[src/logic/pipe_pkg.sv]
`default_nettype none

package pipe_pkg;

  localparam int REG_W     = 5;
  localparam int ADDR_W    = 8;
  localparam int DATA_W    = 32;
  localparam int MEM_WORDS = 256;
  localparam int MEM_LAT   = 3;
  localparam int LAT_W     = $clog2(MEM_LAT + 1);

  // instruction side only ever reads
  typedef struct packed {
    logic [ADDR_W-1:0] addr;
  } fetch_req_t;

  // field order matters, the miss port unpacks by position with addr on top
  typedef struct packed {
    logic [ADDR_W-1:0] addr;
    logic              we;
    logic [DATA_W-1:0] wdata;
  } data_req_t;

endpackage

`default_nettype wire

[src/logic/mem_arbiter.sv]
`timescale 1ns/1ps
`default_nettype none

module mem_arbiter (
  input  logic                        clk,
  input  logic                        rstn,
  input  logic                        p0_req_valid_i,
  output logic                        p0_req_ready_o,
  input  logic [pipe_pkg::ADDR_W-1:0] p0_addr_i,
  input  logic                        p0_we_i,
  input  logic [pipe_pkg::DATA_W-1:0] p0_wdata_i,
  output logic                        p0_resp_valid_o,
  output logic [pipe_pkg::DATA_W-1:0] p0_resp_data_o,
  input  logic                        p1_req_valid_i,
  output logic                        p1_req_ready_o,
  input  logic [pipe_pkg::ADDR_W-1:0] p1_addr_i,
  input  logic                        p1_we_i,
  input  logic [pipe_pkg::DATA_W-1:0] p1_wdata_i,
  output logic                        p1_resp_valid_o,
  output logic [pipe_pkg::DATA_W-1:0] p1_resp_data_o,
  output logic                        m_req_valid_o,
  input  logic                        m_req_ready_i,
  output logic [pipe_pkg::ADDR_W-1:0] m_addr_o,
  output logic                        m_we_o,
  output logic [pipe_pkg::DATA_W-1:0] m_wdata_o,
  input  logic                        m_resp_valid_i,
  input  logic [pipe_pkg::DATA_W-1:0] m_resp_data_i
);

  logic busy;
  logic owner; // last granted port, also the one the response belongs to
  logic any_v;
  logic pick;

  assign any_v = p0_req_valid_i | p1_req_valid_i;
  assign pick  = (p0_req_valid_i && p1_req_valid_i) ? ~owner : p1_req_valid_i;

  assign m_req_valid_o = ~busy & any_v;
  assign m_addr_o      = pick ? p1_addr_i : p0_addr_i;
  assign m_we_o        = pick ? p1_we_i : p0_we_i;
  assign m_wdata_o     = pick ? p1_wdata_i : p0_wdata_i;

  assign p0_req_ready_o = ~busy & p0_req_valid_i & ~pick & m_req_ready_i;
  assign p1_req_ready_o = ~busy & p1_req_valid_i & pick & m_req_ready_i;

  always_ff @(posedge clk)
  begin
    if (!rstn)
    begin
      busy  <= 1'b0;
      owner <= 1'b1; // so port 0 wins the first contention
    end
    else if (m_req_valid_o && m_req_ready_i)
    begin
      busy  <= 1'b1;
      owner <= pick;
    end
    else if (m_resp_valid_i)
      busy <= 1'b0;
  end

  assign p0_resp_valid_o = m_resp_valid_i & busy & ~owner;
  assign p1_resp_valid_o = m_resp_valid_i & busy & owner;
  assign p0_resp_data_o  = m_resp_data_i;
  assign p1_resp_data_o  = m_resp_data_i;

  // the memory only answers a request that was granted and is still outstanding
  a_resp_owned: assert property (@(posedge clk) disable iff (!rstn)
    m_resp_valid_i |-> busy);

endmodule

`default_nettype wire

[config.mk]
export PLATFORM = sky130hd
export DESIGN_NAME = mem_arbiter
export DESIGN_NICKNAME = d
export VERILOG_FILES = /design/src/logic/pipe_pkg.sv /design/src/logic/mem_arbiter.sv
export SDC_FILE = /design/constraint.sdc
export NUM_CORES = 1
export LEC_CHECK = 0
export BUFFER_PORTS_ARGS = -buffer_cell sky130_fd_sc_hd__buf_4
export CAP_MARGIN = 20
export CORE_AREA = 2 2 88 90
export DETAILED_ROUTE_END_ITERATION = 16
export DIE_AREA = 0 0 90 92
export PLACE_DENSITY_LB_ADDON = 0.2
export SLEW_MARGIN = 10
export SYNTH_ARGS = -nofsm -noshare
export SYNTH_HDL_FRONTEND = slang
export SYNTH_SLANG_ARGS = --single-unit
[constraint.sdc]
create_clock -name clk -period 1.4 [get_ports clk]
set_input_delay 0.35 -clock clk [delete_from_list [all_inputs] [get_ports clk]]
set_output_delay 0.35 -clock clk [all_outputs]
set_load 0.03 [all_outputs]
==> metrics.cfg, run 1 <==
[power]
switching_power_uw = 480
p_total_uw = 1320
peakVddDrop_uv = 175
swShare_pct = 36.4
p_int_uw = 837
p_clk_share_pct = 17.4
p_leak_uw = 0.00120
power.share.sequential_pct = 5.1
p_comb_share_pct = 77.5
powerDensity_nw_per_um2 = 572

[setup_path]
critPathMaxFanout = 8
cp_cell_sequence = a21boi_4 > buf_12 > clkbuf_16 > mux2_4 > buf_6
cp.arrival_ps = 1460
reg2reg_depth = 5
r2r-end = owner
reg2reg_from = busy
required_ps = 1050
cp_slowest_stage_delay_ps = 320
critPathTopFamily = buffers and inverters
crit_path_start_kind = flop
endpoint = m_wdata_o[25]
regToRegSetupSlack_ps = 370
worst_setup_path_end_kind = output pin
cp.depth = 5
path_buf_inv = 3
critPathKind = flop to output pin
crit_start = owner
slowest_stage = dfxtp_2

[yosys]
synthCells = 128
netlist_area_um2 = 1160
synth_top_area_cell = buf_4
ys.flop_type = dfxtp_1
synth_edf_count = 0
ys_seq_area_share_pct = 3.44
syn_avg_cell_area_um2 = 9.08
yosysWarningCount = 0
yosysUniqueCellTypes = 16
syn-num-nets = 248
yosys_register_bits = 2
synthTopCellsByCount = 64 x buf_4, 32 x mux2_2, 9 x mux2_4, 4 x buf_6, 3 x nor2_1
async_flop_share_pct = 0
synth.most_common_cell = buf_4
synthTopCellsByArea = buf_4 41%, mux2_2 31%, mux2_4 12%
yosysTopAreaCellShare_pct = 41.3

[timing]
hold_ws_ps = 342
finalSetupViolCount = 42
min_period_ps = 1810
fmax_ghz = 0.552
maxSlewViolCount = 0
finalCritPeriodShare_pct = 129
setup_ws_ps = -411
relSlewSlack_pct = 87.3
tightest_slew_ps = 189
fin_skew_ps = 0.887
grt_setup_unrepaired = true
hold_viol = 0

[clock_tree]
clk_latency_ps = 210
h-tree-depth = 1
cts.reportedPaths.clkPinSlew_ps = 30
clk_path_buf_depth = 2
cts.sink_count = 2
ctsRootBufferMaster = clkbuf_8
numCtsBuffers = 3
cts_tree = done
hold_buffers = 0

[layout]
fin_area_um2 = 2300
drive_above_1_share_pct = 94.3
diodes = 0
final_net_count = 331
finalNonFillerCells = 311
area_growth_pct = 98.2

[route]
vias = 1111
viasPerCell = 3.57
routedWlPerCell_um = 14.2
drc = 0
wirelength_um = 4410
detail-route-antenna-nets = 0
drtIter0Drc = 4
first_pass_iters = 3

[die]
dieArea_um2 = 8280
start_util_pct = 15.6
fp.dieH_um = 92
io-pin-count = 230
chipWidth_um = 90
core_um2 = 7450
rows = 32

[place]
place_inst = 304
place_congestion = 0.632
portBuffers = 133
dp.final_hpwl_um = 3540
dpl_cell_area_um2 = 2000

[outcome]
status = complete, but fails checks
violations = negative setup slack

[hold_path]
min-delay-start = rstn
min-delay-path-class = input pin to flop

[grt]
grt_pass1_wl_um = 5700
antenna_found_initial = 0
grt-ovfl-total = 0
track_usage_pct = 8.64
grt_max_degree = 17
grt_pass1_vias = 1025

[flow_run]
maxCapViolations = 0

-- power by group through the flow --
stage / clock network (µW) / logic (µW) / registers (µW)
final: 229 / 1020 / 67.6
after global routing: 245 / 1070 / 68.1
after CTS: 239 / 927 / 67.4
after detailed placement: 0 / 897 / 65.9
after global placement: 0 / 896 / 66.2
after floorplan: 0 / 833 / 67.1
-- area by class of cell --
cell class	count	area (µm²)
Fill cell	807	5140
Tap cell	102	128
Clock buffer	3	41.3
Sequential cell	2	42.5
Timing Repair Buffer	146	1360
Inverter	1	3.75
Multi-Input combinational cell	57	727
-- how the worst min path moves through the flow --
stage,slack [ps],endpoint,depth (start not counted)
2_1_floorplan,430,owner,1
3_3_place_gp,560,owner,2
3_5_place_dp,570,owner,2
4_1_cts,340,owner,2
5_1_grt,380,owner,2
6_report,340,owner,2
-- sequential cells by signal, indices dropped and copies added, names as in the netlist --
name   cells
owner      1
busy       1
-- per-layer routing --
layer	wire length, µm	vias to the layer above	track usage (%)
li1	-	528	-
met1	1510	487	9.09
met2	2340	82	14.9
met3	480	14	3.45
met4	78	0	4.49
met5	0	-	0
-- what timing repair did --
| item | CTS | global route |
|---|---|---|
| gates resized for setup | 17 | 36 |
| pin swaps | 1 | 0 |
| setup endpoints to repair | 44 | 44 |
| cloned | 0 | 2 |
| buffers inserted | 1 | 1 |
-- through the flow --
stage / util [%] / setup TNS [ps] / setup slack (ps)
6_report: 30.9 / -15960 / -411
5_1_grt: 30.9 / -17790 / -453
4_1_cts: 28.3 / -17100 / -443
3_5_place_dp: 26.8 / -15260 / -394
3_3_place_gp: 26.8 / -15290 / -392
2_1_floorplan: - / -4060 / -106
-- worst reg2reg max path: stages (launching register included) --
cell	delay (ps)
dfxtp_2	350
nor2b_4	50
buf_4	120
buf_4	120
and3_1	160
o21ai_0	150
-- layout by cell type (no fill, tap or decap) --
master / n
nand2b_1: 1
inv_1: 1
buf_6: 44
nor2_1: 2
a21boi_4: 1
buf_4: 96
buf_12: 2
a21oi_2: 1
nor2b_4: 1
and2_2: 1
a21oi_1: 1
dfxtp_2: 2
clkbuf_16: 2
buf_16: 2
and3_1: 2
mux2_4: 41
nand2_1: 2
clkbuf_8: 3
o21ai_0: 2
nor2_2: 1
a21boi_0: 1
-- logic make-up after synthesis --
family	Yosys count	share of synthesized area, %
compound gates	6	3.98
buf+inv	69	45.5
flops	2	3.44
mux	41	42.6
simple gates	10	4.41
No activity file was read; power rests on OpenSTA's default activity.
==> inputs of run 2 (changes only) <==
--- a/config.mk
+++ b/config.mk
@@ -7,9 +7,13 @@
 export LEC_CHECK = 0
 export BUFFER_PORTS_ARGS = -buffer_cell sky130_fd_sc_hd__buf_4
 export CAP_MARGIN = 20
-export CORE_AREA = 2 2 88 90
+export CELL_PAD_IN_SITES_DETAIL_PLACEMENT = 1
+export CELL_PAD_IN_SITES_GLOBAL_PLACEMENT = 2
+export CORE_ASPECT_RATIO = 1.25
+export CORE_MARGIN = 2
+export CORE_UTILIZATION = 10
+export CTS_BUF_LIST = sky130_fd_sc_hd__clkbuf_8
 export DETAILED_ROUTE_END_ITERATION = 16
-export DIE_AREA = 0 0 90 92
 export PLACE_DENSITY_LB_ADDON = 0.2
 export SLEW_MARGIN = 10
 export SYNTH_ARGS = -nofsm -noshare
==> run 2 against run 1 <==
Net effect:
- the run still ends with negative setup slack left
- register-to-register slack improved by 70 ps
- critical path depth unchanged
- first-iteration DRC count increased by 25%
- maximum frequency decreased by 1.4%
- combinational power about the same
- worst hold slack improved by 3.4 ps
- worst setup slack got worse by 26 ps
- sequential cell count unchanged
- clock power about the same
- clock-buffer cell count unchanged
- sequential power increased by 0.7%
- critical path type unchanged
- critical endpoint is now m_wdata_o[22]
==> metrics.cfg, run 2 (synthesized netlist as in run 1, its figures left out) <==
[power]
p_total_uw = 1320
p_leak_uw = 0.00120
powerDensity_nw_per_um2 = 563
peakVddDrop_uv = 128

[setup_path]
reg2reg_depth = 4
required_ps = 1050
cp.arrival_ps = 1490
critPathMaxFanout = 7
reg2reg_from = busy
crit_path_start_kind = flop
crit_start = owner
critPathKind = flop to output pin
worst_setup_path_end_kind = output pin

[place]
portBuffers = 133
place_congestion = 0.685
dp.final_hpwl_um = 4150

[clock_tree]
numCtsBuffers = 3
cts.reportedPaths.clkPinSlew_ps = 30
clk_latency_ps = 210
hold_buffers = 0
ctsRootBufferMaster = clkbuf_8
cts.sink_count = 2
cts_tree = done
clk_path_buf_depth = 2
h-tree-depth = 1

[die]
start_util_pct = 10.2
chipWidth_um = 100
io-pin-count = 230
dieArea_um2 = 12500
core_um2 = 11500
rows = 44
fp.dieH_um = 125

[hold_path]
min-delay-path-class = input pin to flop
whs_path_depth = 2
min-delay-start = rstn

[outcome]
violations = negative setup slack
status = complete, but fails checks

[timing]
grt_setup_unrepaired = true
setup_ws_ps = -436
tightest_slew_ps = 159
hold_ws_ps = 345
maxSlewViolCount = 0
fin_skew_ps = 1.44
relSlewSlack_pct = 89.3
finalSetupViolCount = 42
min_period_ps = 1840
fmax_ghz = 0.545
hold_viol = 0
finalCritPeriodShare_pct = 131

[layout]
largestRegisters = busy (1), owner (1)
fillers = 1300
final_common_cell = buf_4
diodes = 0
drive_above_1_share_pct = 94.2
final_net_count = 330
layout_common_cells = 95 x buf_4, 43 x buf_6, 41 x mux2_4
area_growth_pct = 102

[route]
routedWlPerCell_um = 14.6
vias = 1153
detail-route-antenna-nets = 0
first_pass_iters = 2
viasPerCell = 3.33
drc = 0
drtIter0Drc = 5
wirelength_um = 5040

[grt]
grt-ovfl-total = 0
track_usage_pct = 7.07
grt_pass1_wl_um = 6770
antenna_found_initial = 0
grt_max_degree = 30
grt_pass1_vias = 1234

[flow_run]
maxCapViolations = 0

==> run 2: changes by cell type in the layout (fill, tap and decap cells not counted) <==
cell       previous run  this run
nor2_2                1         0
nor2_1                2         3
clkbuf_16             2         3
nand2_2               0         1
buf_4                96        95
nand2_1               2         1
buf_16                2         1
buf_8                 0         1
buf_6                44        43
==> run 2: layout make-up <==
class	count	area, µm²	share of cell area [%]
flip-flops and latches	2	42.5	1.82
clock buffers	3	41.3	1.76
repair buffers	145	1360	57.9
well taps	138	173	7.37
multi-input cells	57	727	31.0
inverters	1	3.75	0.160
==> run 2: metal layers <==
layer / part of all wire, % / wire [µm] / track usage [%] / vias up
met5: 0 / 0 / 0 / -
li1: - / - / - / 526
met1: 28 / 1410 / 5.72 / 520
met2: 60 / 3010 / 14.7 / 90
met4: 2.6 / 130 / 3.87 / 0
met3: 9.5 / 481 / 1.63 / 17
==> run 2: timing repair <==
action / 4_1_cts / 5_1_grt
setup buffers: 0 / 1
pin swaps: 0 / 1
endpoints found under the setup margin: 44 / 44
gates resized for setup: 35 / 20
cloned: 0 / 4
==> run 2: through the flow <==
step	std cells	setup WS (ps)	instance area, µm²	setup TNS (ps)	util (%)
final	346	-436	2340	-17290	20.5
after global routing	346	-479	2340	-19050	20.5
after CTS	341	-450	2160	-17580	18.8
after detailed placement	338	-435	1990	-16260	17.4
after global placement	338	-419	1990	-15850	17.4
after floorplan	128	-106	1280	-4060	-
==> run 2: power breakdown <==
| group | switching (µW) | internal (µW) |
|---|---|---|
| registers | 5.45 | 62.7 |
| clock network | 44.8 | 182 |
| logic | 435 | 589 |
==> run 2: worst max-delay path, cell delays in order (launching register included) <==
cell,delay (ps)
dfxtp_2,320
a21boi_4,170
buf_12,160
clkbuf_16,170
mux2_4,300
buf_6,140
==> run 2: worst paths after layout <==
kind | slack, ps | endpoint
worst min-delay path | 350 | owner
worst max register to register | 440 | owner
worst max-delay path | -440 | m_wdata_o[22]
worst min register to register | 520 | busy
