<file path="src/logic/pipe_pkg.sv">
`default_nettype none

package pipe_pkg;

  localparam int REG_W     = 5;
  localparam int ADDR_W    = 8;
  localparam int DATA_W    = 32;
  localparam int MEM_WORDS = 256;
  localparam int MEM_LAT   = 3;
  localparam int LAT_W     = $clog2(MEM_LAT + 1);

  // instruction side only ever reads
  typedef struct packed {
    logic [ADDR_W-1:0] addr;
  } fetch_req_t;

  // field order matters, the miss port unpacks by position with addr on top
  typedef struct packed {
    logic [ADDR_W-1:0] addr;
    logic              we;
    logic [DATA_W-1:0] wdata;
  } data_req_t;

endpackage

`default_nettype wire

</file>
<file path="src/logic/hazard_unit.sv">
`timescale 1ns/1ps
`default_nettype none

module hazard_unit (
  input  logic                       clk,
  input  logic                       rstn,
  input  logic                       is_branch_i,
  input  logic                       is_jump_i,
  input  logic                       is_load_i,
  input  logic                       is_long_i,
  input  logic                       dst_en_i,
  input  logic [pipe_pkg::REG_W-1:0] r_dst_i,
  input  logic [pipe_pkg::REG_W-1:0] r_src1_i,
  input  logic [pipe_pkg::REG_W-1:0] r_src2_i,
  input  logic                       fin_i,
  input  logic                       pred_taken_i,
  input  logic                       real_taken_i,
  input  logic                       fetch_miss_i,
  input  logic                       data_miss_i,
  input  logic                       fetch_arrival_i,
  input  logic                       data_arrival_i,
  output logic [1:0]                 src1_sel_o,
  output logic [1:0]                 src2_sel_o,
  output logic                       fd_stall_o,
  output logic                       de_stall_o,
  output logic                       em_stall_o,
  output logic                       flush_o,
  output logic                       rs1_fwd_o,
  output logic                       pt_nt_o
);
  import pipe_pkg::*;

  logic [REG_W-1:0] dst_1, dst_2;
  logic             ld_1;
  logic             fetch_keep, data_keep, long_keep;
  logic             fetch_st, data_st, long_st, ldhaz_st;
  logic             jd1;
  logic [2:0]       jfw;
  logic             bpt, bptnt;
  logic             bnt, bnt1;
  logic             flush, fwd_any, take_j, take_b;

  // destination history shifts every cycle, a stall does not hold it
  always_ff @(posedge clk)
  begin
    if (!rstn)
    begin
      dst_1 <= '0;
      dst_2 <= '0;
      ld_1  <= 1'b0;
    end
    else
    begin
      dst_1 <= (dst_en_i && !flush) ? r_dst_i : '0; // squashed slot writes nothing
      dst_2 <= dst_1;
      ld_1  <= is_load_i & ~flush;
    end
  end

  assign src1_sel_o[0] = (r_src1_i != '0) && (dst_1 == r_src1_i);
  assign src1_sel_o[1] = (r_src1_i != '0) && (dst_1 != dst_2) && (dst_2 == r_src1_i);
  assign src2_sel_o[0] = (r_src2_i != '0) && (dst_1 == r_src2_i);
  assign src2_sel_o[1] = (r_src2_i != '0) && (dst_1 != dst_2) && (dst_2 == r_src2_i);

  assign fwd_any   = (|src1_sel_o) | (|src2_sel_o);
  assign rs1_fwd_o = |src1_sel_o;

  // the load result is not ready in time for a direct consumer
  assign ldhaz_st = ld_1 & (src1_sel_o[0] | src2_sel_o[0]);
  assign fetch_st = ~fetch_arrival_i & (fetch_miss_i | fetch_keep);
  assign data_st  = ~data_arrival_i & (data_miss_i | data_keep);
  assign long_st  = ~(fin_i | flush) & (is_long_i | long_keep);

  always_ff @(posedge clk)
  begin
    if (!rstn)
    begin
      fetch_keep <= 1'b0;
      data_keep  <= 1'b0;
      long_keep  <= 1'b0;
    end
    else
    begin
      if (fin_i)
        long_keep <= 1'b0;
      else if (is_long_i && !flush)
        long_keep <= 1'b1;

      if (fetch_miss_i)
        fetch_keep <= 1'b1;
      else if (fetch_arrival_i)
        fetch_keep <= 1'b0;

      if (data_miss_i)
        data_keep <= 1'b1;
      else if (data_arrival_i)
        data_keep <= 1'b0;
    end
  end

  assign fd_stall_o = long_st | fetch_st | data_st | ldhaz_st;
  assign de_stall_o = ldhaz_st | data_st;
  assign em_stall_o = data_st;

  // a control transfer decoded under a flush is itself squashed
  assign take_j = is_jump_i & ~flush;
  assign take_b = is_branch_i & ~is_jump_i & ~flush;

  always_ff @(posedge clk)
  begin
    if (!rstn)
    begin
      jd1   <= 1'b0;
      jfw   <= '0;
      bpt   <= 1'b0;
      bptnt <= 1'b0;
      bnt   <= 1'b0;
      bnt1  <= 1'b0;
    end
    else
    begin
      jd1   <= take_j;
      jfw   <= {jfw[1:0], take_j & fwd_any}; // forwarded jump target lands late
      bpt   <= take_b & pred_taken_i;
      bnt   <= take_b & ~pred_taken_i;
      bptnt <= bpt & ~real_taken_i;
      bnt1  <= bnt & real_taken_i;
    end
  end

  assign flush   = jd1 | jfw[2] | bpt | bptnt | (bnt & real_taken_i) | bnt1;
  assign flush_o = flush;
  assign pt_nt_o = bpt & ~real_taken_i;

  // the fetch side raises one miss and then waits for its refill
  a_fetch_miss_once: assert property (@(posedge clk) disable iff (!rstn)
    fetch_keep |-> !fetch_miss_i);

endmodule

`default_nettype wire

</file>
<file path="config.mk">
export PLATFORM = sky130hd
export DESIGN_NAME = hazard_unit
export DESIGN_NICKNAME = d
export VERILOG_FILES = /design/src/logic/pipe_pkg.sv /design/src/logic/hazard_unit.sv
export SDC_FILE = /design/constraint.sdc
export NUM_CORES = 1
export LEC_CHECK = 0
export ABC_CLOCK_PERIOD_IN_PS = 1600
export BUFFER_PORTS_ARGS = -buffer_cell sky130_fd_sc_hd__buf_2
export CORE_UTILIZATION = 30
export CTS_CLUSTER_SIZE = 20
export DETAILED_ROUTE_END_ITERATION = 7
export PLACE_DENSITY_LB_ADDON = 0.3
export SETUP_SLACK_MARGIN = 0.2
export SYNTH_ARGS = -nofsm -noshare
export SYNTH_HDL_FRONTEND = slang
export SYNTH_SLANG_ARGS = --single-unit
</file>
<file path="constraint.sdc">
create_clock -name clk -period 1.6 [get_ports clk]
set_input_delay 0.24 -clock clk [delete_from_list [all_inputs] [get_ports clk]]
set_output_delay 0.24 -clock clk [all_outputs]
set_load 0.005 [all_outputs]
</file>
==> flow_summary.ini, run 1 <==
[status]
status = finished, violations left
violations = setup timing

[global_route]
overflow = 0
grt_pass1_vias = 890
grtUsageMet1_pct = 17.98
grtUsageMet3_pct = 2.772
grt_max_degree = 14
grt_pass1_wl_microns = 3926
top_usage_layer = met2
antenna_found_initial = 0
met2_usage_pct = 25.12
grt_use_total_pct = 14.56

[layout]
layout-drive-gt1-share_pct = 48.47
area_delta_synth_final_pct = 51.35
fin_nets = 194
instances_no_fill = 207
seqCellArea_sq_um = 446.7
antennaDiodeCount = 0
nFillCells = 325
multi_input_area_sq_um = 658.1

[synth]
synth_seq_area_share_pct = 43.03
syn_area_per_cell_sq_um = 9.565
synth_area_sq_mm = 0.001023
synth-seq-cells = 22
synth_cell_types = 27
synth-edff-count = 0
synthCells = 107
synth_ff_type = dfxtp_1
yosysWarnings = 0
synthArstFlopShare_pct = 0
synthesis.nets = 136

[placed_design]
dp_cells = 197
dp_hpwl_microns = 1977
globalplace.congestion = 0.8329
dp_worst_setup_slack_ns = -0.1956
portBuffers = 38

[cts]
cts_root_buffer = clkbuf_4
clockBufferDepth = 2
cts.sinks = 22
holdBufCountCts = 0
cts_tree = built
cts_buffers = 3
htreeDepth = 1
worstSkewPairLatency_ns = 0.30
path_clk_slew_ns = 0.11

[floorplan]
die_x_microns = 60.41
die_y_microns = 60.41
io_pins = 39
dieArea_sq_mm = 0.003649
row_count = 20
core_sq_mm = 0.003153
start_util_pct = 32.46

[timing]
fin_crit_ns = 2.002
fin_crit_sh_pct = 125.1
slew_headroom_pct = 79.71
rsz0062_at_grt = yes
setup-violations-final = 8
fin_worst_skew_ns = 0.007324
tightestPinTransition_ns = 0.3021
hold_slack_ns = 0.1081
max_clock_freq_mhz = 499.5
worst_slack_ns = -0.4021
slew_viol_final = 0
hold_viol = 0

[setup_path]
cp_max_fo = 3
start_kind = register
cp-end-kind = primary output
r2r_slack_ns = -0.12
cp.arrival_ns = 1.76
critical_path_class = reg -> out
worstPathRequired_ns = 1.36

[hold_path]
hold_class = in -> reg

[detailed_routing]
drt-total-wl_microns = 2443
routedWlPerCell_microns = 11.80
final_antenna_net_count = 0
vias = 941
drc = 0
via_per_inst = 4.546
drt_iter0_drc = 13
dr.pass1.iters = 2

[run]
cap_violations = 0

[power_and_ir_drop]
power_density_mw_per_mm2 = 687.3
ir_drop_v = 0.0003640
p_leak_nw = 0.7375
final cells by class:
type | instances | share of cell area [%]
Sequential cell | 22 | 28.84
Tap cell | 44 | 3.554
Multi-Input combinational cell | 81 | 42.49
Clock buffer | 3 | 1.454
Timing Repair Buffer | 55 | 23.18
Inverter | 2 | 0.4847
repair_timing:
item                       4_1_cts  5_1_grt
resized for setup               18       11
pin swaps                        8       10
setup endpoints to repair        9       10
cloned                           0        0
buffers inserted                 4        3
per-layer routing:
| metal | vias up | part of all wire, % |
|---|---|---|
| li1 | 470 | - |
| met1 | 443 | 42 |
| met2 | 22 | 53 |
| met3 | 6 | 3.8 |
| met4 | 0 | 1.5 |
| met5 | - | 0 |
through the flow:
step | power (mW) | setup TNS, ns | util, % | instance area, sq um
floorplan | 0.6888 | 0 | - | 1027
global placement | 0.7776 | -0.6112 | 42.50 | 1340
detailed placement | 0.7856 | -0.6891 | 42.50 | 1340
CTS | 1.046 | -1.846 | 46.98 | 1481
global route | 1.128 | -2.707 | 49.13 | 1549
finish | 1.065 | -2.161 | 49.13 | 1549
placed cells by master, fill, tap and decap left out, types with 2 or more instances in the layout:
| master | instances |
|---|---|
| and3_1 | 7 |
| xor2_2 | 3 |
| o21a_1 | 2 |
| nor2b_1 | 3 |
| buf_4 | 11 |
| xnor2_2 | 2 |
| buf_2 | 35 |
| nand3_1 | 4 |
| nor2_1 | 4 |
| xor2_1 | 10 |
| buf_6 | 9 |
| xnor2_1 | 10 |
| dfxtp_2 | 5 |
| clkbuf_4 | 3 |
| a21oi_1 | 2 |
| nand2_1 | 2 |
| nor3_1 | 4 |
| and2_1 | 11 |
| dfxtp_1 | 17 |
flip-flops by register name (all words and copies together), names as in the netlist:
register	count
dst_1	5
ld_1	1
jfw	3
bpt	1
data_keep	1
jd1	1
bnt	1
dst_2	5
bptnt	1
fetch_keep	1
bnt1	1
long_keep	1
worst max-delay path, cell delays in order (launching register included):
cell and delay (ns):
dfxtp_2 0.35, buf_6 0.12, xor2_2 0.18, nor3_2 0.17, nand3_1 0.13, and3_4 0.20, or2_1 0.19, buf_2 0.12
power breakdown:
part / internal, mW / switching [mW]
Combinational: 0.140 / 0.104
Sequential: 0.569 / 0.0154
Clock: 0.0876 / 0.150
final timing paths:
check	cells after the start	end	start
worst max-delay path	7	rs1_fwd_o	dst_1[3]
worst min-delay path	2	bnt	pred_taken_i
worst max register to register	7	jfw[0]	dst_1[3]
worst min register to register	1	jfw[1]	jfw[0]
cell usage after synthesis (2+ instances only):
| master | n | area [sq um] |
|---|---|---|
| a21oi_1 | 2 | 10.01 |
| clkbuf_1 | 2 | 7.510 |
| nor3b_1 | 2 | 15.01 |
| nor4_1 | 2 | 12.51 |
| nand2_1 | 2 | 7.510 |
| xor2_1 | 13 | 113.9 |
| nor3_1 | 5 | 25.02 |
| o21a_1 | 2 | 15.01 |
| xnor2_1 | 12 | 105.1 |
| inv_1 | 2 | 7.510 |
| and2_1 | 11 | 68.82 |
| dfxtp_1 | 22 | 440.4 |
| and3_1 | 7 | 43.79 |
| nor2_1 | 4 | 15.01 |
| nor2b_1 | 3 | 18.77 |
| nand3_1 | 5 | 25.02 |
logic make-up (layout without fill, tap and decap cells):
| family | after synthesis | after routing | share of synthesized area (%) |
|---|---|---|---|
| compound gates | 7 | 7 | 5.011 |
| xor+xnor | 25 | 25 | 21.39 |
| flops | 22 | 22 | 43.03 |
| simple gates | 49 | 49 | 29.10 |
| buf+inv | 4 | 60 | 1.468 |
(Power assumes the default switching activity.)
==> run 2: changes to the inputs <==
--- a/config.mk
+++ b/config.mk
@@ -5,9 +5,9 @@
 export SDC_FILE = /design/constraint.sdc
 export NUM_CORES = 1
 export LEC_CHECK = 0
-export ABC_CLOCK_PERIOD_IN_PS = 1600
+export ABC_CLOCK_PERIOD_IN_PS = 1730
 export BUFFER_PORTS_ARGS = -buffer_cell sky130_fd_sc_hd__buf_2
-export CORE_UTILIZATION = 30
+export CORE_UTILIZATION = 42
 export CTS_CLUSTER_SIZE = 20
 export DETAILED_ROUTE_END_ITERATION = 7
 export PLACE_DENSITY_LB_ADDON = 0.3
==> constraint.sdc (replaced) <==
create_clock -name clk -period 1.73 [get_ports clk]
set_input_delay 0.2595 -clock clk [delete_from_list [all_inputs] [get_ports clk]]
set_output_delay 0.2595 -clock clk [all_outputs]
set_load 0.005 [all_outputs]
==> run 2 against run 1 <==
Against the previous run: the run still ends with setup timing left; clock-buffer cell count unchanged; core utilization increased by 15 points; non-clock buffer count decreased by 6; sequential power decreased by 7.4%; total power increased by 4.5%; sequential cell count unchanged; combinational power decreased by 24%.
==> flow_summary.ini, run 2 (synthesis gave the netlist of run 1 again) <==
[status]
status = finished, violations left
violations = setup timing

[floorplan]
row_count = 17
io_pins = 39
core_sq_mm = 0.002255
start_util_pct = 45.39
dieArea_sq_mm = 0.002638
die_x_microns = 51.37
die_y_microns = 51.37

[cts]
worstSkewPairLatency_ns = 0.31
cts_buffers = 3
holdBufCountCts = 0
cts_root_buffer = clkbuf_4
cts.sinks = 22
htreeDepth = 1
cts_tree = built
path_clk_slew_ns = 0.12
clockBufferDepth = 2

[layout]
layout-drive-gt1-share_pct = 43.67
reg.largest.list = dst_1 x5, dst_2 x5, jfw x3
instances_no_fill = 186
final_cell_mix = buf_2 (36), dfxtp_1 (14), xor2_1 (13), xnor2_1 (12), and2_1 (11)
final_common_cell = buf_2
antennaDiodeCount = 0
nFillCells = 197
area_delta_synth_final_pct = 41.93
final_cell_area_sq_mm = 0.001453
fin_nets = 188

[timing]
tightestPinTransition_ns = 0.2945
final.setup.tns_ns = -0.5230
worst_slack_ns = -0.1505
fin_crit_ns = 1.880
slew_viol_final = 0
setup-violations-final = 5
fin_crit_sh_pct = 108.7
max_clock_freq_mhz = 531.8
hold_viol = 0
hold_slack_ns = 0.1077
fin_worst_skew_ns = 0.007682
rsz0062_at_grt = yes
slew_headroom_pct = 80.22

[setup_path]
setup.worst_path.start = r_src1_i[4]
r2r_end = jfw[0]
cp_slowest_stage_delay_ns = 0.51
r2r_slack_ns = 0.12
cp.arrival_ns = 1.62
cp-end-kind = primary output
worstPathCellList = buf_2 > or4_4 > nor2_2 > nor3_1 > and3_4 > or2_1 > buf_2
cp_max_fo = 3
crit_top_cell = buf_2
slowest_stage = or4_4
start_kind = input port
reg2regPathDepth = 7
worstPathRequired_ns = 1.47
path_buf_inv = 2
critical_path_class = in -> out
r2r_start = dst_1[4]
crit_family = simple AND/OR/NAND/NOR gates

[detailed_routing]
routedWlPerCell_microns = 11.85
drt_iter0_drc = 9
vias = 902
drt-total-wl_microns = 2205
final_antenna_net_count = 0
drc = 0
dr.pass1.iters = 4
via_per_inst = 4.849

[hold_path]
hold-path-endpoint = bnt
hold_class = in -> reg
hold_depth = 2
hold_start = pred_taken_i

[global_route]
grt_use_total_pct = 18.65
antenna_found_initial = 0
overflow = 0
grt_pass1_wl_microns = 3636
grt_max_degree = 14
grt_pass1_vias = 841

[placed_design]
dp_hpwl_microns = 1703
placed_area_sq_mm = 0.001290
dp_cells = 177
globalplace.congestion = 0.8490
portBuffers = 38

[power_and_ir_drop]
power_density_mw_per_mm2 = 765.6
finalPower_mw = 1.112
p_leak_nw = 0.7070
ir_drop_v = 0.0006626

[run]
cap_violations = 0
run 2: cell types whose count changed in the layout (fill, tap and decap cells not counted), sizes merged:
cell,before,now
bufinv,0,1
buf,55,49
run 2: worst max-delay path by stage:
| stage | endpoint | slack (ns) | cells past startpoint |
|---|---|---|---|
| finish | rs1_fwd_o | -0.15 | 7 |
| global route | rs1_fwd_o | -0.25 | 6 |
| CTS | rs1_fwd_o | -0.17 | 6 |
| detailed placement | rs1_fwd_o | -0.09 | 7 |
| global placement | rs1_fwd_o | -0.06 | 7 |
| floorplan | jfw[0] | 0.13 | 5 |
run 2: through the flow:
stage | worst slack [ns] | utilization [%]
CTS | -0.1658 | 64.15
global route | -0.2482 | 64.43
global placement | -0.06262 | 57.21
finish | -0.1505 | 64.43
detailed placement | -0.09418 | 57.21
floorplan | 0.1290 | -
run 2: report_power, final:
part           switching (mW)  internal (mW)  leakage [nW]
registers              0.0157          0.525         0.183
logic                  0.0817          0.103         0.496
clock network           0.152          0.234        0.0279
run 2: metal layers:
layer	routed length [microns]	vias to the layer above	part of all wire, %	global-route usage, %
met3	77	2	3.5	2.976
met2	1060	25	48	29.44
met1	1048	409	48	25.59
li1	-	466	-	-
met4	19	0	0.86	6.306
met5	0	-	0	0
run 2: layout make-up:
| cell class | instances | area (sq um) | area share (%) |
|---|---|---|---|
| inverter | 2 | 7.507 | 0.5168 |
| clock buffer | 3 | 22.52 | 1.550 |
| sequential | 22 | 452.9 | 31.18 |
| clock inverter | 1 | 30.03 | 2.067 |
| multi-input combinational | 81 | 611.8 | 42.12 |
| timing repair buffer | 49 | 292.8 | 20.16 |
| tap | 28 | 35.03 | 2.412 |
run 2: worst reg2reg max path: cells and delay by family (launching register included):
kind                      cells  cell delay [ns]
and+or+nand+nor               2             0.23
xor gates and xnor gates      1             0.14
AOI/OAI and AO/OA             1             0.40
DFF                           1             0.38
buffers and inverters         3             0.35
run 2: repair_timing:
item | in CTS | in global routing
endpoints found under the setup margin | 9 | 9
buffers inserted | 5 | 0
pin swaps | 10 | 0
gates resized for setup | 17 | 2
==> run 3: changes to the inputs <==
--- a/config.mk
+++ b/config.mk
@@ -11,6 +11,7 @@
 export CTS_CLUSTER_SIZE = 20
 export DETAILED_ROUTE_END_ITERATION = 7
 export PLACE_DENSITY_LB_ADDON = 0.3
+export REMOVE_ABC_BUFFERS = 1
 export SETUP_SLACK_MARGIN = 0.2
 export SYNTH_ARGS = -nofsm -noshare
 export SYNTH_HDL_FRONTEND = slang
==> run 3 against run 2 <==
Against the previous run: the flow still finishes with violations (setup timing); sequential share of layout area is essentially flat; critical path depth is the same; total power shrank 9.9%; worst setup slack lost 0.054 ns; wire length shrank 0.73%; clock skew shrank 0.0045 ns; critical path type unchanged; largest cell class unchanged.
==> flow_summary.ini, run 3 (synthesis gave the netlist of run 1 again) <==
[power_and_ir_drop]
ir_drop_v = 0.0004651
power_density_mw_per_mm2 = 698.7
p_leak_nw = 0.6970
finalPower_mw = 1.002

[timing]
rsz0062_at_grt = yes
final.setup.tns_ns = -0.6056
slew_headroom_pct = 81.24
max_clock_freq_mhz = 516.9
fin_worst_skew_ns = 0.003136
slew_viol_final = 0
fin_crit_sh_pct = 111.8
hold_viol = 0
tightestPinTransition_ns = 0.2792
fin_crit_ns = 1.935
setup-violations-final = 6
worst_slack_ns = -0.2047

[setup_path]
crit_top_cell = buf_2
cp_slowest_stage_delay_ns = 0.55
slowest_stage = or4_1
cp-end-kind = primary output
worstPathCellList = buf_2 > or4_1 > nor2_4 > nor3_1 > and3_4 > or2_1 > buf_2
cp_max_fo = 3
cp.arrival_ns = 1.68
start_kind = input port
worstPathRequired_ns = 1.47
critical_path_class = in -> out

[global_route]
antenna_found_initial = 0
grt_max_degree = 14
grt_pass1_vias = 837
grt_use_total_pct = 18.19
overflow = 0
grt_pass1_wl_microns = 3408

[layout]
final_cell_mix = buf_2 (36), dfxtp_1 (17), xor2_1 (13), xnor2_1 (11), and2_1 (10)
layout-drive-gt1-share_pct = 42.68
seqCellArea_sq_um = 446.7
final_common_cell = buf_2
final_util_pct = 63.60
multi_input_area_sq_um = 623.1
area_delta_synth_final_pct = 40.10
reg.largest.list = dst_1 x5, dst_2 x5, jfw x3
fin_nets = 187
antennaDiodeCount = 0
nFillCells = 189

[status]
violations = setup timing
status = finished, violations left

[placed_design]
dp_hpwl_microns = 1710
portBuffers = 38
globalplace.congestion = 0.7894

[detailed_routing]
final_antenna_net_count = 0
drt-total-wl_microns = 2189
drc = 0
vias = 906
drt_iter0_drc = 11
dr.pass1.iters = 4
via_per_inst = 4.897
routedWlPerCell_microns = 11.83

[cts]
cts_buffers = 3
holdBufCountCts = 0
cts.sinks = 22
cts_root_buffer = clkbuf_4
htreeDepth = 1
clockBufferDepth = 2
worstSkewPairLatency_ns = 0.30
cts_tree = built
path_clk_slew_ns = 0.11

[run]
cap_violations = 0

[floorplan]
io_pins = 39
core_sq_mm = 0.002255
die_y_microns = 51.37
dieArea_sq_mm = 0.002638
start_util_pct = 45.39
die_x_microns = 51.37
row_count = 17

[hold_path]
hold_class = in -> reg
[run 3: cell types whose count changed in the layout (fill, tap and decap cells not counted), sizes merged]
cell,delta
bufinv,-1
buf,-1
clkbuf,+1
[run 3: area by class of cell]
class | count | area share, %
multi-input combinational | 81 | 43.46
timing repair buffer | 48 | 19.90
clock buffer | 4 | 2.531
tap | 28 | 2.443
sequential | 22 | 31.15
inverter | 2 | 0.5236
[run 3: stage by stage]
stage / area, sq um / cells / hold WS [ns] / worst slack, ns
6_report: 1434 / 185 / 0.1146 / -0.2047
5_1_grt: 1434 / 185 / 0.1047 / -0.2584
4_1_cts: 1408 / 184 / 0.1103 / -0.2287
3_5_place_dp: 1286 / 177 / 0.4241 / -0.1480
3_3_place_gp: 1286 / 177 / 0.4276 / -0.09526
2_1_floorplan: 1016 / 105 / 0.3352 / 0.09682
[run 3: layer usage]
layer | GRT usage (%) | routed length, microns
met4 | 13.06 | 91
met5 | 0 | 0
met1 | 21.49 | 979
met2 | 28.57 | 1001
met3 | 4.167 | 116
[run 3: worst max-delay path: cells and delay by family]
family / cells / cell delay (ns)
and+or+nand+nor: 5 / 1.16
buffers and inverters: 2 / 0.25
[run 3: final timing paths]
path                     start        end  slack, ns  cells after the start
setup reg to reg      dst_1[4]     jfw[0]       0.06                      7
hold / removal    pred_taken_i        bnt       0.11                      2
setup / recovery   r_src1_i[4]  rs1_fwd_o      -0.20                      7
hold reg to reg         jfw[0]     jfw[1]       0.46                      1
[run 3: timing repair]
item,in CTS,in global routing
pin swaps,7,6
buffers inserted,3,1
resized for setup,14,6
setup endpoints to repair,9,9
[run 3: report_power, final]
group / internal, mW / leakage (nW) / switching, mW
sequential: 0.525 / 0.182 / 0.0155
combinational: 0.106 / 0.494 / 0.0827
clock: 0.129 / 0.0210 / 0.144
